`src/design/regs_pkg.sv`:
```
// Host register map package
// Address and data types, register addresses, fixed read values
// and the states of the req/ack register port

package regs_pkg;

	typedef logic [7:0] reg_addr_t;
	typedef logic [7:0] reg_data_t;

	// Register addresses
	localparam reg_addr_t ADDR_VERSION = 8'd0;
	localparam reg_addr_t ADDR_CLEAR   = 8'd3;
	localparam reg_addr_t ADDR_PG_HIGH = 8'd5;
	localparam reg_addr_t ADDR_PG_LOW  = 8'd6;
	localparam reg_addr_t ADDR_STATUS  = 8'd7;

	// Version byte reported at ADDR_VERSION
	localparam reg_data_t FPGA_VERSION = 8'd6;

	// Read value of the error clear register
	localparam reg_data_t CLEAR_VALUE = 8'hff;

	// Four-phase port states
	typedef enum logic {
		REG_IDLE = 1'b0,
		REG_ACK  = 1'b1
	} reg_state_e;

endpackage

```
`src/design/seq_pkg.sv`:
```
// Power sequencer sizing package
// Default rail count, settle delay, watchdog length and timer width
// for the rail sequencer and the fault monitor

package seq_pkg;

	// Number of rails in the enable chain (at most 16)
	localparam int DEFAULT_NUM_RAILS = 15;

	// Settle time after a rail reports good
	localparam int DEFAULT_DELAY_CYCLES = 65536;

	// Longest allowed wait from enable to power-good
	localparam int DEFAULT_WATCHDOG_CYCLES = 8388608;

	// Shared width of the settle and watchdog counters
	localparam int COUNT_WIDTH = 24;

endpackage
```
`src/design/power_seq_top.sv`:
```
// Power-rail sequencer top level
// Chains the rail enables with settle delays, watches for faults
// and exposes status to a host through a small register port

`timescale 1ns/1ns

module power_seq_top #(
	parameter int NUM_RAILS       = seq_pkg::DEFAULT_NUM_RAILS,
	parameter int DELAY_CYCLES    = seq_pkg::DEFAULT_DELAY_CYCLES,
	parameter int WATCHDOG_CYCLES = seq_pkg::DEFAULT_WATCHDOG_CYCLES
) (
	input  logic                 clk_in,
	input  logic                 reset,
	input  logic                 sys_en,
	input  logic [NUM_RAILS-1:0] pg,
	output logic [NUM_RAILS-1:0] en,
	output logic                 sys_good,
	input  logic                 reg_req,
	input  regs_pkg::reg_addr_t  reg_addr,
	output logic                 reg_ack,
	output regs_pkg::reg_data_t  reg_data
);

	logic [NUM_RAILS-1:0] pg_sync;
	logic                 sys_en_sync;
	logic [NUM_RAILS-1:0] rail_done;
	logic                 delay_active;
	logic                 fault;
	logic                 wait_err;
	logic                 op_err;
	logic                 clear_err;
	logic [15:0]          pg_snapshot;

	rail_sequencer #(
		.NUM_RAILS    (NUM_RAILS),
		.DELAY_CYCLES (DELAY_CYCLES)
	) rail_sequencer_i (
		.clk_in       (clk_in),
		.reset        (reset),
		.sys_en       (sys_en),
		.pg           (pg),
		.fault        (fault),
		.en           (en),
		.pg_sync      (pg_sync),
		.sys_en_sync  (sys_en_sync),
		.rail_done    (rail_done),
		.delay_active (delay_active),
		.sys_good     (sys_good)
	);

	fault_monitor #(
		.NUM_RAILS       (NUM_RAILS),
		.WATCHDOG_CYCLES (WATCHDOG_CYCLES)
	) fault_monitor_i (
		.clk_in       (clk_in),
		.reset        (reset),
		.en           (en),
		.pg_sync      (pg_sync),
		.rail_done    (rail_done),
		.delay_active (delay_active),
		.clear_err    (clear_err),
		.wait_err     (wait_err),
		.op_err       (op_err),
		.fault        (fault),
		.pg_snapshot  (pg_snapshot)
	);

	status_regs #(
		.NUM_RAILS (NUM_RAILS)
	) status_regs_i (
		.clk_in      (clk_in),
		.reset       (reset),
		.reg_req     (reg_req),
		.reg_addr    (reg_addr),
		.reg_ack     (reg_ack),
		.reg_data    (reg_data),
		.clear_err   (clear_err),
		.wait_err    (wait_err),
		.op_err      (op_err),
		.fault       (fault),
		.sys_en_sync (sys_en_sync),
		.sys_good    (sys_good),
		.pg_snapshot (pg_snapshot)
	);

endmodule

```
`src/design/status_regs.sv`:
```
// Status register port
// Read-only register map behind a four-phase req/ack handshake;
// reading the clear address also pulses the error clear

`timescale 1ns/1ns

module status_regs #(
	parameter int NUM_RAILS = seq_pkg::DEFAULT_NUM_RAILS
) (
	input  logic                clk_in,
	input  logic                reset,
	input  logic                reg_req,
	input  regs_pkg::reg_addr_t reg_addr,
	output logic                reg_ack,
	output regs_pkg::reg_data_t reg_data,
	output logic                clear_err,
	input  logic                wait_err,
	input  logic                op_err,
	input  logic                fault,
	input  logic                sys_en_sync,
	input  logic                sys_good,
	input  logic [15:0]         pg_snapshot
);

	import regs_pkg::*;

	// Only existing rails show up in the power-good registers
	localparam logic [15:0] PG_MASK = 16'((17'd1 << NUM_RAILS) - 17'd1);

	reg_state_e  state;
	reg_data_t   read_value;
	logic [15:0] pg_masked;
	reg_data_t   status_byte;

	assign pg_masked   = pg_snapshot & PG_MASK;
	assign status_byte = {3'b000, wait_err, op_err, fault, sys_en_sync, sys_good};

	// Register map decode
	always_comb begin
		case (reg_addr)
			ADDR_VERSION: read_value = FPGA_VERSION;
			ADDR_CLEAR:   read_value = CLEAR_VALUE;
			ADDR_PG_HIGH: read_value = pg_masked[15:8];
			ADDR_PG_LOW:  read_value = pg_masked[7:0];
			ADDR_STATUS:  read_value = status_byte;
			default:      read_value = '0;
		endcase
	end

	always_ff @(posedge clk_in) begin
		if (reset) begin
			state     <= REG_IDLE;
			clear_err <= 1'b0;
		end else begin
			clear_err <= 1'b0;
			case (state)
				REG_IDLE: begin
					if (reg_req) begin
						state     <= REG_ACK;
						clear_err <= (reg_addr == ADDR_CLEAR);
					end
				end
				REG_ACK: begin
					// Wait for the host to drop its request
					if (!reg_req) begin
						state <= REG_IDLE;
					end
				end
				default: state <= REG_IDLE;
			endcase
		end
	end

	// Read data is captured on accept and held through the ack phase
	always_ff @(posedge clk_in) begin
		if (state == REG_IDLE && reg_req) begin
			reg_data <= read_value;
		end
	end

	assign reg_ack = (state == REG_ACK);

	a_ack_after_req : assert property (@(posedge clk_in) disable iff (reset)
		$rose(reg_ack) |-> $past(reg_req));

endmodule

```
`src/design/fault_monitor.sv`:
```
// Fault monitor
// Watchdog between each rail enable and its power-good, loss-of-good
// check on settled rails, latched fault and the frozen power-good snapshot

`timescale 1ns/1ns

module fault_monitor #(
	parameter int NUM_RAILS       = seq_pkg::DEFAULT_NUM_RAILS,
	parameter int WATCHDOG_CYCLES = seq_pkg::DEFAULT_WATCHDOG_CYCLES
) (
	input  logic                 clk_in,
	input  logic                 reset,
	input  logic [NUM_RAILS-1:0] en,
	input  logic [NUM_RAILS-1:0] pg_sync,
	input  logic [NUM_RAILS-1:0] rail_done,
	input  logic                 delay_active,
	input  logic                 clear_err,
	output logic                 wait_err,
	output logic                 op_err,
	output logic                 fault,
	output logic [15:0]          pg_snapshot
);

	import seq_pkg::*;

	localparam logic [COUNT_WIDTH-1:0] WD_LIMIT = COUNT_WIDTH'(WATCHDOG_CYCLES);

	logic [COUNT_WIDTH-1:0] w_count;
	logic [NUM_RAILS-1:0]   snap;
	logic                   rail_waiting;
	logic                   rail_lost;

	// Some rail enabled but not yet reporting good
	assign rail_waiting = |(en & ~pg_sync);

	// A settled rail has lost its power-good
	assign rail_lost = |(rail_done & ~pg_sync);

	// Watchdog restarts while a settle delay runs or no rail waits
	always_ff @(posedge clk_in) begin
		if (reset) begin
			w_count  <= '0;
			wait_err <= 1'b0;
		end else if (clear_err) begin
			w_count  <= '0;
			wait_err <= 1'b0;
		end else if (delay_active || !rail_waiting) begin
			w_count <= '0;
		end else if (w_count == WD_LIMIT) begin
			w_count  <= '0;
			wait_err <= 1'b1;
		end else begin
			w_count <= w_count + 1'b1;
		end
	end

	always_ff @(posedge clk_in) begin
		if (reset) begin
			op_err <= 1'b0;
		end else if (clear_err) begin
			op_err <= 1'b0;
		end else if (rail_lost) begin
			op_err <= 1'b1;
		end
	end

	// Fault follows the error flags by one cycle and holds until cleared
	always_ff @(posedge clk_in) begin
		if (reset) begin
			fault <= 1'b0;
		end else if (clear_err) begin
			fault <= 1'b0;
		end else if (wait_err || op_err) begin
			fault <= 1'b1;
		end
	end

	// Snapshot freezes on fault so the host sees the pre-fault state
	always_ff @(posedge clk_in) begin
		if (reset) begin
			snap <= '0;
		end else if (!fault) begin
			snap <= pg_sync;
		end
	end

	assign pg_snapshot = 16'(snap);

	a_fault_hold : assert property (@(posedge clk_in) disable iff (reset)
		$fell(fault) |-> $past(clear_err));

endmodule

```
`src/design/rail_sequencer.sv`:
```
// Rail sequencer
// Synchronizes power-good and system enable, drives the enable chain
// and times the settle delay of each rail before the next one starts

`timescale 1ns/1ns

module rail_sequencer #(
	parameter int NUM_RAILS    = seq_pkg::DEFAULT_NUM_RAILS,
	parameter int DELAY_CYCLES = seq_pkg::DEFAULT_DELAY_CYCLES
) (
	input  logic                 clk_in,
	input  logic                 reset,
	input  logic                 sys_en,
	input  logic [NUM_RAILS-1:0] pg,
	input  logic                 fault,
	output logic [NUM_RAILS-1:0] en,
	output logic [NUM_RAILS-1:0] pg_sync,
	output logic                 sys_en_sync,
	output logic [NUM_RAILS-1:0] rail_done,
	output logic                 delay_active,
	output logic                 sys_good
);

	import seq_pkg::*;

	localparam logic [COUNT_WIDTH-1:0] DELAY_LIMIT = COUNT_WIDTH'(DELAY_CYCLES);

	logic [NUM_RAILS-1:0] pg_s1;
	logic                 sys_en_s1;
	logic [COUNT_WIDTH-1:0] d_count;
	wire  [NUM_RAILS-1:0] en_chain;
	logic [NUM_RAILS-1:0] settle_cand;
	logic [NUM_RAILS-1:0] settle_sel;

	// Two-stage synchronizers
	always_ff @(posedge clk_in) begin
		if (reset) begin
			pg_s1       <= '0;
			pg_sync     <= '0;
			sys_en_s1   <= 1'b0;
			sys_en_sync <= 1'b0;
		end else begin
			pg_s1       <= pg;
			pg_sync     <= pg_s1;
			sys_en_s1   <= sys_en;
			sys_en_sync <= sys_en_s1;
		end
	end

	// A rail comes up once the previous one is done
	// and stays on until the next rail loses good
	genvar i;
	generate
		for (i = 0; i < NUM_RAILS; i++) begin : g_chain
			if (NUM_RAILS == 1) begin : g_only
				assign en_chain[i] = sys_en_sync;
			end else if (i == 0) begin : g_first
				assign en_chain[i] = sys_en_sync | pg_sync[i+1];
			end else if (i == NUM_RAILS - 1) begin : g_last
				assign en_chain[i] = sys_en_sync & rail_done[i-1];
			end else begin : g_mid
				assign en_chain[i] = (sys_en_sync & rail_done[i-1]) | pg_sync[i+1];
			end
		end
	endgenerate

	// A latched fault drops every rail at once
	assign en = en_chain & ~{NUM_RAILS{fault}};

	// Rails that are up and still waiting for their settle time
	assign settle_cand  = en & pg_sync & ~rail_done;
	// Lowest such rail owns the shared counter
	assign settle_sel   = settle_cand & (~settle_cand + 1'b1);
	assign delay_active = |settle_cand;

	always_ff @(posedge clk_in) begin
		if (reset) begin
			d_count   <= '0;
			rail_done <= '0;
		end else if (!sys_en_sync || fault) begin
			d_count   <= '0;
			rail_done <= '0;
		end else if (delay_active) begin
			if (d_count == DELAY_LIMIT) begin
				d_count   <= '0;
				rail_done <= rail_done | settle_sel;
			end else begin
				d_count <= d_count + 1'b1;
			end
		end else begin
			// Restart if the pending rail dropped before it settled
			d_count <= '0;
		end
	end

	assign sys_good = rail_done[NUM_RAILS-1];

	// Fault kills the enables now and the done flags on the next edge
	a_fault_off : assert property (@(posedge clk_in) disable iff (reset)
		fault |-> (en == '0) ##1 (rail_done == '0));

endmodule

```
`config.mk`:
```
export PLATFORM = sky130hd
export DESIGN_NAME = power_seq_top
export DESIGN_NICKNAME = d
export VERILOG_FILES = /design/src/design/regs_pkg.sv /design/src/design/seq_pkg.sv /design/src/design/power_seq_top.sv /design/src/design/status_regs.sv /design/src/design/fault_monitor.sv /design/src/design/rail_sequencer.sv
export SDC_FILE = /design/constraint.sdc
export NUM_CORES = 1
export LEC_CHECK = 0
export BUFFER_PORTS_ARGS = -buffer_cell sky130_fd_sc_hd__buf_2
export CELL_PAD_IN_SITES_DETAIL_PLACEMENT = 0
export CELL_PAD_IN_SITES_GLOBAL_PLACEMENT = 1
export CORE_MARGIN = 2
export CORE_UTILIZATION = 40
export CTS_BUF_LIST = sky130_fd_sc_hd__clkbuf_8
export CTS_CLUSTER_DIAMETER = 120
export CTS_CLUSTER_SIZE = 12
export DETAILED_ROUTE_END_ITERATION = 10
export PLACE_DENSITY = 0.86
export SLEW_MARGIN = 20
export SYNTH_ARGS = -nofsm -noshare
export SYNTH_HDL_FRONTEND = slang
export SYNTH_SLANG_ARGS = --single-unit
export TNS_END_PERCENT = 10
```
`constraint.sdc`:
```
create_clock -name clk_in -period 2.3 [get_ports clk_in]
set_input_delay 0.23 -clock clk_in [delete_from_list [all_inputs] [get_ports clk_in]]
set_output_delay 0.23 -clock clk_in [all_outputs]
set_load 0.02 [all_outputs]
```
==> summary.txt, run 1 <==
YS warnings -> 0
Nets -> 755
Worst slew pin tran -> 779 ps
# DRC -> 0
Seq/Total Area, Yosys -> 47.6%
Final ANT Viol Nets -> 0
Worst setup EP type -> register
CP max FO -> 6
Fraction of layout cells with a size suffix above 1 -> 21.7%
Pwr dens -> 659 mW/mm^2
P&R area growth vs syn -> 27.8%
Critical Path Source -> rail_sequencer_i.sys_en_sync
Die area -> 0.0143 mm^2
VDD IR max -> 0.384 mV
Max clock buf depth -> 2
H-tree lvl count -> 4
Routability Congestion -> 0.914
Hold path depth -> 2
Crit share post-route -> 101%
Commonest non-fill, non-tap cell in the layout -> dfxtp_1
Highest-count cells in the layout ignoring fill and taps -> dfxtp_1, nor2_1, buf_2
Initial antenna violation count -> 0
Slew Viols, Final -> 0
Synth Instances -> 610
Worst hold path endpoint -> fault_monitor_i.snap[12]
Outcome -> complete, but fails checks
DRT Wirelength -> 13,600 um
Wire per inst -> 14.9 um
Synth Register Bits -> 123
WHS -> 114 ps
Syn avg cell area -> 8.75 um^2
HPWL after DPL -> 9310 um
Pre-CTS setup slack -> -128 ps
Vias/cell -> 5.25
# rows -> 42
Via Count -> 4,792
PnR worst setup slack -> -23.5 ps
Drt pass-1 iters -> 5
Dpl cell area -> 0.00608 mm^2
Core ar. -> 0.0131 mm^2
Non-Filler Instances -> 913
Cell count of the worst reg-to-reg path -> 8
Leading area contributor after synthesis -> dfxtp_1
Fin Clk Skew -> 15.6 ps
Final core occ -> 51.9%
Critical path data required time -> 2640 ps
Number of synthesized flops with an enable pin -> 8
Vias in the first global route -> 4,593
Failing checks -> negative setup slack
Most common flop cell mapped by yosys -> dfxtp_1
Critical path startpoint category -> register
Distinct cell type count after synthesis -> 55
Die span in y -> 120 um
Largest net degree at the start of global routing -> 47
Final instance area -> 0.00682 mm^2
Later-pin clock latency in the skew report -> 460 ps
Top cells by area, synth -> dfxtp_1, nor2_1, nor2b_1, edfxtp_1, xor2_1
Initial DRC count -> 374
Tot Pwr -> 4.49 mW
Kind of critical path -> register to register
Synthesized cell area -> 0.00534 mm^2
R2r endpoint -> fault_monitor_i.w_count[6]
Placed Cells -> 861
Peak Freq -> 430 MHz
Initial Util -> 40.6%
CTS sink cnt -> 123
Root Buffer -> clkbuf_8
HP Class -> input port to register
Data arrival, critical path -> 2660 ps
Clock slew at reported path FFs -> 80 ps
CTS Buf Count -> 17
Share of the synthesized area in the top cell type -> 43.1%
First-pass GRT wire length -> 21,800 um
Synthesized Nets -> 641
Post-synthesis async set-or-reset flop share -> 0%
IO buf count -> 51
CTS tree -> yes
Global-route total usage across every layer -> 19.5%
Remaining Overflow, GRT -> 0
Die width -> 120 um
# setup viols final -> 11
Slew HR -> 47.9%
Antenna cells -> 0
Worst Hold Launch -> reset
RSZ-0062 raised after global routing -> true
Setup tns final -> -85.6 ps
FF-to-FF Start -> rail_sequencer_i.sys_en_sync
Final min period -> 2320 ps
Static leakage -> 2.54 nW
Max-cap viol count -> 0
Setup slack, reg-to-reg -> -20 ps
Hold Fails Final Rpt -> 0
Ports -> 52
## critical path: stages, from the launching register on
cell     delay [ps]
dfxtp_4         370
buf_6           130
buf_6           120
a21oi_4         140
nor3_2           50
or4_1           480
or4_4           660
nand4_4         180
nor2b_1          70
## worst max-delay path by stage
| stage | depth (start not counted) | slack (ps) | endpoint |
|---|---|---|---|
| after detailed placement | 7 | -130 | fault_monitor_i.w_count[6] |
| after CTS | 7 | 1 | fault_monitor_i.w_count[6] |
| after global placement | 8 | -40 | fault_monitor_i.w_count[17] |
| after floorplan | 8 | 100 | fault_monitor_i.w_count[16] |
| after global routing | 8 | -80 | rail_sequencer_i.rail_done[14] |
| final | 8 | -20 | fault_monitor_i.w_count[6] |
## metal layers
| layer | vias up | routed length, um | global-route usage [%] |
|---|---|---|---|
| met5 | - | 0 | 0 |
| met4 | 0 | 384 | 8.68 |
| met3 | 41 | 763 | 5.89 |
| met2 | 163 | 6300 | 31.4 |
| met1 | 2238 | 6120 | 24.1 |
| li1 | 2350 | - | - |
## cell type report
| cell class | instances | area, um^2 |
|---|---|---|
| fill | 1238 | 6310 |
| clock buffer | 17 | 234 |
| sequential | 123 | 2550 |
| timing repair buffer | 115 | 815 |
| multi-input combinational | 435 | 2720 |
| clock inverter | 15 | 165 |
| inverter | 32 | 120 |
| tap | 176 | 220 |
## state kept, by name, indices dropped and copies added, names as in the netlist, 8 cells and up
register                    cells
fault_monitor_i.snap           15
fault_monitor_i.w_count        24
rail_sequencer_i.d_count       24
rail_sequencer_i.pg_s1         15
rail_sequencer_i.pg_sync       15
rail_sequencer_i.rail_done     15
status_regs_i.reg_data          8
## where the power goes
part	leakage [nW]	total (mW)	switching (mW)	internal, mW
clock	0.201	1.92	0.935	0.980
combinational	1.33	0.348	0.195	0.153
sequential	1.02	2.23	0.0359	2.20
total	2.54	4.49	1.17	3.33
## synth_stat cells (all sizes together), types with 4 or more instances
cell type and instances:
clkbuf 12, inv 32, xnor2 20, and3 10, buf 11, edfxtp 8, or3 4, o32ai 5
nor4b 4, nor2b 43, or2 5, nand4 10, mux2i 9, nand2b 8, o22ai 6, nor3 20
a21oi 35, or4 6, xor2 24, nor4 11, nand2 33, nand3 27, dfxtp 115, o21ai 6
ha 4, nor2 104
## repair_timing
item                       CTS  global route
hold buffers                17             0
setup buffers                0             0
cloned                       3             0
hold endpoints to repair    17             0
setup endpoints to repair   50            59
gates resized for setup     23             4
pin swaps                    7            12
## cell families after synthesis
family | count (synthesis) | synth area share (%)
buffers and inverters | 55 | 4.29
DFF | 123 | 47.6
xor gates and xnor gates | 44 | 7.22
and+or+nand+nor | 293 | 28.0
AOI/OAI and AO/OA | 82 | 10.2
adders and majority gates | 4 | 0.938
muxes | 9 | 1.69
No activity file was read; power rests on OpenSTA's default activity.
==> run 2, diff against run 1 <==
ABC_AREA = 1   (was not set)
PLACE_DENSITY = 0.88   (was 0.86)
==> summary.txt, run 2 <==
Most common flop cell mapped by yosys -> dfxtp_1 (unchanged)
First-pass GRT wire length -> 22,300 um (was 21,800 um)
Final min period -> 2000 ps (was 2320 ps)
Slew Viols, Final -> 0 (unchanged)
Post-synthesis async set-or-reset flop share -> 0% (unchanged)
# DRC -> 0 (unchanged)
Fin Clk Skew -> 16.2 ps (was 15.6 ps)
Worst setup EP type -> register (unchanged)
Synth Instances -> 836 (was 610)
Top cells by area, synth -> dfxtp_1, nand2_1, nor2_1, inv_1, nand3_1 (was dfxtp_1, nor2_1, nor2b_1, edfxtp_1, xor2_1)
Hold Fails Final Rpt -> 0 (unchanged)
HP Class -> input port to register (unchanged)
Seq/Total Area, Yosys -> 43.0% (was 47.6%)
Number of synthesized flops with an enable pin -> 8 (unchanged)
Final ANT Viol Nets -> 0 (unchanged)
Largest net degree at the start of global routing -> 50 (was 47)
CTS sink cnt -> 123 (unchanged)
Core ar. -> 0.0145 mm^2 (was 0.0131 mm^2)
CP max FO -> 24 (was 6)
Fraction of layout cells with a size suffix above 1 -> 14.1% (was 21.7%)
Outcome -> finished clean (was complete, but fails checks)
Non-Filler Instances -> 1,104 (was 913)
Critical path startpoint category -> register (unchanged)
Die span in y -> 126 um (was 120 um)
Pre-CTS setup slack -> 311 ps (was -128 ps)
Pwr dens -> 638 mW/mm^2 (was 659 mW/mm^2)
Initial DRC count -> 391 (was 374)
Slew HR -> 56.5% (was 47.9%)
Final instance area -> 0.00685 mm^2 (was 0.00682 mm^2)
DRT Wirelength -> 13,500 um (was 13,600 um)
Die area -> 0.0158 mm^2 (was 0.0143 mm^2)
Final core occ -> 47.3% (was 51.9%)
Crit share post-route -> 86.8% (was 101%)
Root Buffer -> clkbuf_8 (unchanged)
Critical path data required time -> 2660 ps (was 2640 ps)
HPWL after DPL -> 9840 um (was 9310 um)
Synth Register Bits -> 123 (unchanged)
Leading area contributor after synthesis -> dfxtp_1 (unchanged)
Top Registers -> fault_monitor_i.w_count x24, rail_sequencer_i.d_count x24 (unchanged)
Static leakage -> 2.87 nW (was 2.54 nW)
Max-cap viol count -> 0 (unchanged)
Via Count -> 5,267 (was 4,792)
Data arrival, critical path -> 2350 ps (was 2660 ps)
Worst slew pin tran -> 650 ps (was 779 ps)
Cell with the most instances after synthesis -> nand2_1 (was dfxtp_1)
Placed Cells -> 1,056 (was 861)
Vias/cell -> 4.77 (was 5.25)
Highest-count cells in the layout ignoring fill and taps -> nand2_1, nor2_1, inv_1 (was dfxtp_1, nor2_1, buf_2)
YS warnings -> 0 (unchanged)
Ports -> 52 (unchanged)
Global-route total usage across every layer -> 17.5% (was 19.5%)
CTS tree -> yes (unchanged)
VDD IR max -> 0.356 mV (was 0.384 mV)
Vias in the first global route -> 4,767 (was 4,593)
Routability Congestion -> 0.881 (was 0.914)
Kind of critical path -> register to register (unchanged)
# setup viols final -> 0 (was 11)
P&R area growth vs syn -> 15.8% (was 27.8%)
Dpl cell area -> 0.00629 mm^2 (was 0.00608 mm^2)
RSZ-0062 raised after global routing -> false (was true)
Post-synth top cells -> nand2_1, nor2_1, inv_1, dfxtp_1, nand3_1 (was dfxtp_1, nor2_1, nor2b_1, a21oi_1, nand2_1)
PnR worst setup slack -> 303 ps (was -23.5 ps)
Wire per inst -> 12.3 um (was 14.9 um)
Initial Util -> 40.8% (was 40.6%)
CTS Buf Count -> 17 (unchanged)
Synthesized Nets -> 867 (was 641)
Share of the synthesized area in the top cell type -> 38.9% (was 43.1%)
# rows -> 44 (was 42)
Tot Pwr -> 4.37 mW (was 4.49 mW)
Distinct cell type count after synthesis -> 38 (was 55)
Max clock buf depth -> 2 (unchanged)
Syn avg cell area -> 7.07 um^2 (was 8.75 um^2)
Initial antenna violation count -> 0 (unchanged)
WHS -> 169 ps (was 114 ps)
Commonest non-fill, non-tap cell in the layout -> nand2_1 (was dfxtp_1)
Nets -> 939 (was 755)
Drt pass-1 iters -> 5 (unchanged)
Synthesized cell area -> 0.00591 mm^2 (was 0.00534 mm^2)
Clock slew at reported path FFs -> 70 ps (was 80 ps)
H-tree lvl count -> 4 (unchanged)
IO buf count -> 51 (unchanged)
Peak Freq -> 501 MHz (was 430 MHz)
Setup tns final -> 0 ps (was -85.6 ps)
Remaining Overflow, GRT -> 0 (unchanged)
Later-pin clock latency in the skew report -> 440 ps (was 460 ps)
Antenna cells -> 0 (unchanged)
Die width -> 126 um (was 120 um)
[run 2: cell types whose count changed in the layout (fill, tap and decap cells not counted), moves of 9 or more]
cell and delta:
nor2_1 +37, inv_1 +105, and3_1 -9, nand2_2 +9, a21oi_1 +19, nand2_1 +132, xnor2_1 -14, nand3_1 +31
buf_4 -35, nor2_2 +12, mux2i_1 -9, nor2b_1 -43, nand4_1 +18
[run 2: area by class of cell]
class	count	area, um^2
clock buffers	17	234
inverters	140	528
fillers	1466	7630
flip-flops and latches	123	2540
repair buffers	75	478
clock inverters	14	148
well taps	184	230
multi-input cells	551	2690
[run 2: logic make-up after synthesis]
| group | count (synthesis) | synth area share, % |
|---|---|---|
| AO/OA/AOI/OAI | 65 | 6.09 |
| XOR/XNOR | 27 | 4.00 |
| flip-flops | 123 | 43.0 |
| adder cells (fa/ha/maj) | 4 | 0.846 |
| buffers and inverters | 162 | 11.6 |
| AND/OR/NAND/NOR | 455 | 34.5 |
[run 2: final timing paths]
| kind | from | end | slack, ps | cells after the start |
|---|---|---|---|---|
| worst max register to register | rail_sequencer_i.sys_en_sync | rail_sequencer_i.d_count[19] | 300 | 11 |
| worst max-delay path | rail_sequencer_i.sys_en_sync | rail_sequencer_i.d_count[19] | 300 | 11 |
| worst min-delay path | reset | fault_monitor_i.op_err | 170 | 4 |
| worst min register to register | rail_sequencer_i.pg_s1[1] | rail_sequencer_i.pg_sync[1] | 400 | 2 |
[run 2: power breakdown]
part / leakage [nW] / internal, mW / switching (mW) / total, mW
registers: 1.01 / 2.20 / 0.0288 / 2.23
logic: 1.66 / 0.103 / 0.184 / 0.287
clock network: 0.198 / 0.961 / 0.898 / 1.86
[run 2: worst max-delay path: stages, from the launching register on]
cell and delay [ps]:
dfxtp_1 310, buf_4 240, nand2_1 110, nand2_1 80
nand3_1 130, nand2_1 140, nor2_2 60, nand2_2 120
inv_2 70, nand2_4 150, nand3b_4 290, a21oi_1 210
[run 2: repair_timing]
action / 4_1_cts / 5_1_grt
hold buffers: 17 / 0
buffers inserted: 0 / 0
resized for setup: 0 / 0
hold endpoints to repair: 17 / 0
[run 2: metal layers]
metal  routed length [um]  track usage, %  vias to the layer above
met5                    0               0                        -
met4                  220            6.21                        0
met3                  566            4.02                       23
met2                 6260            28.1                      120
met1                 6490            23.2                     2359
li1                     -               -                     2765
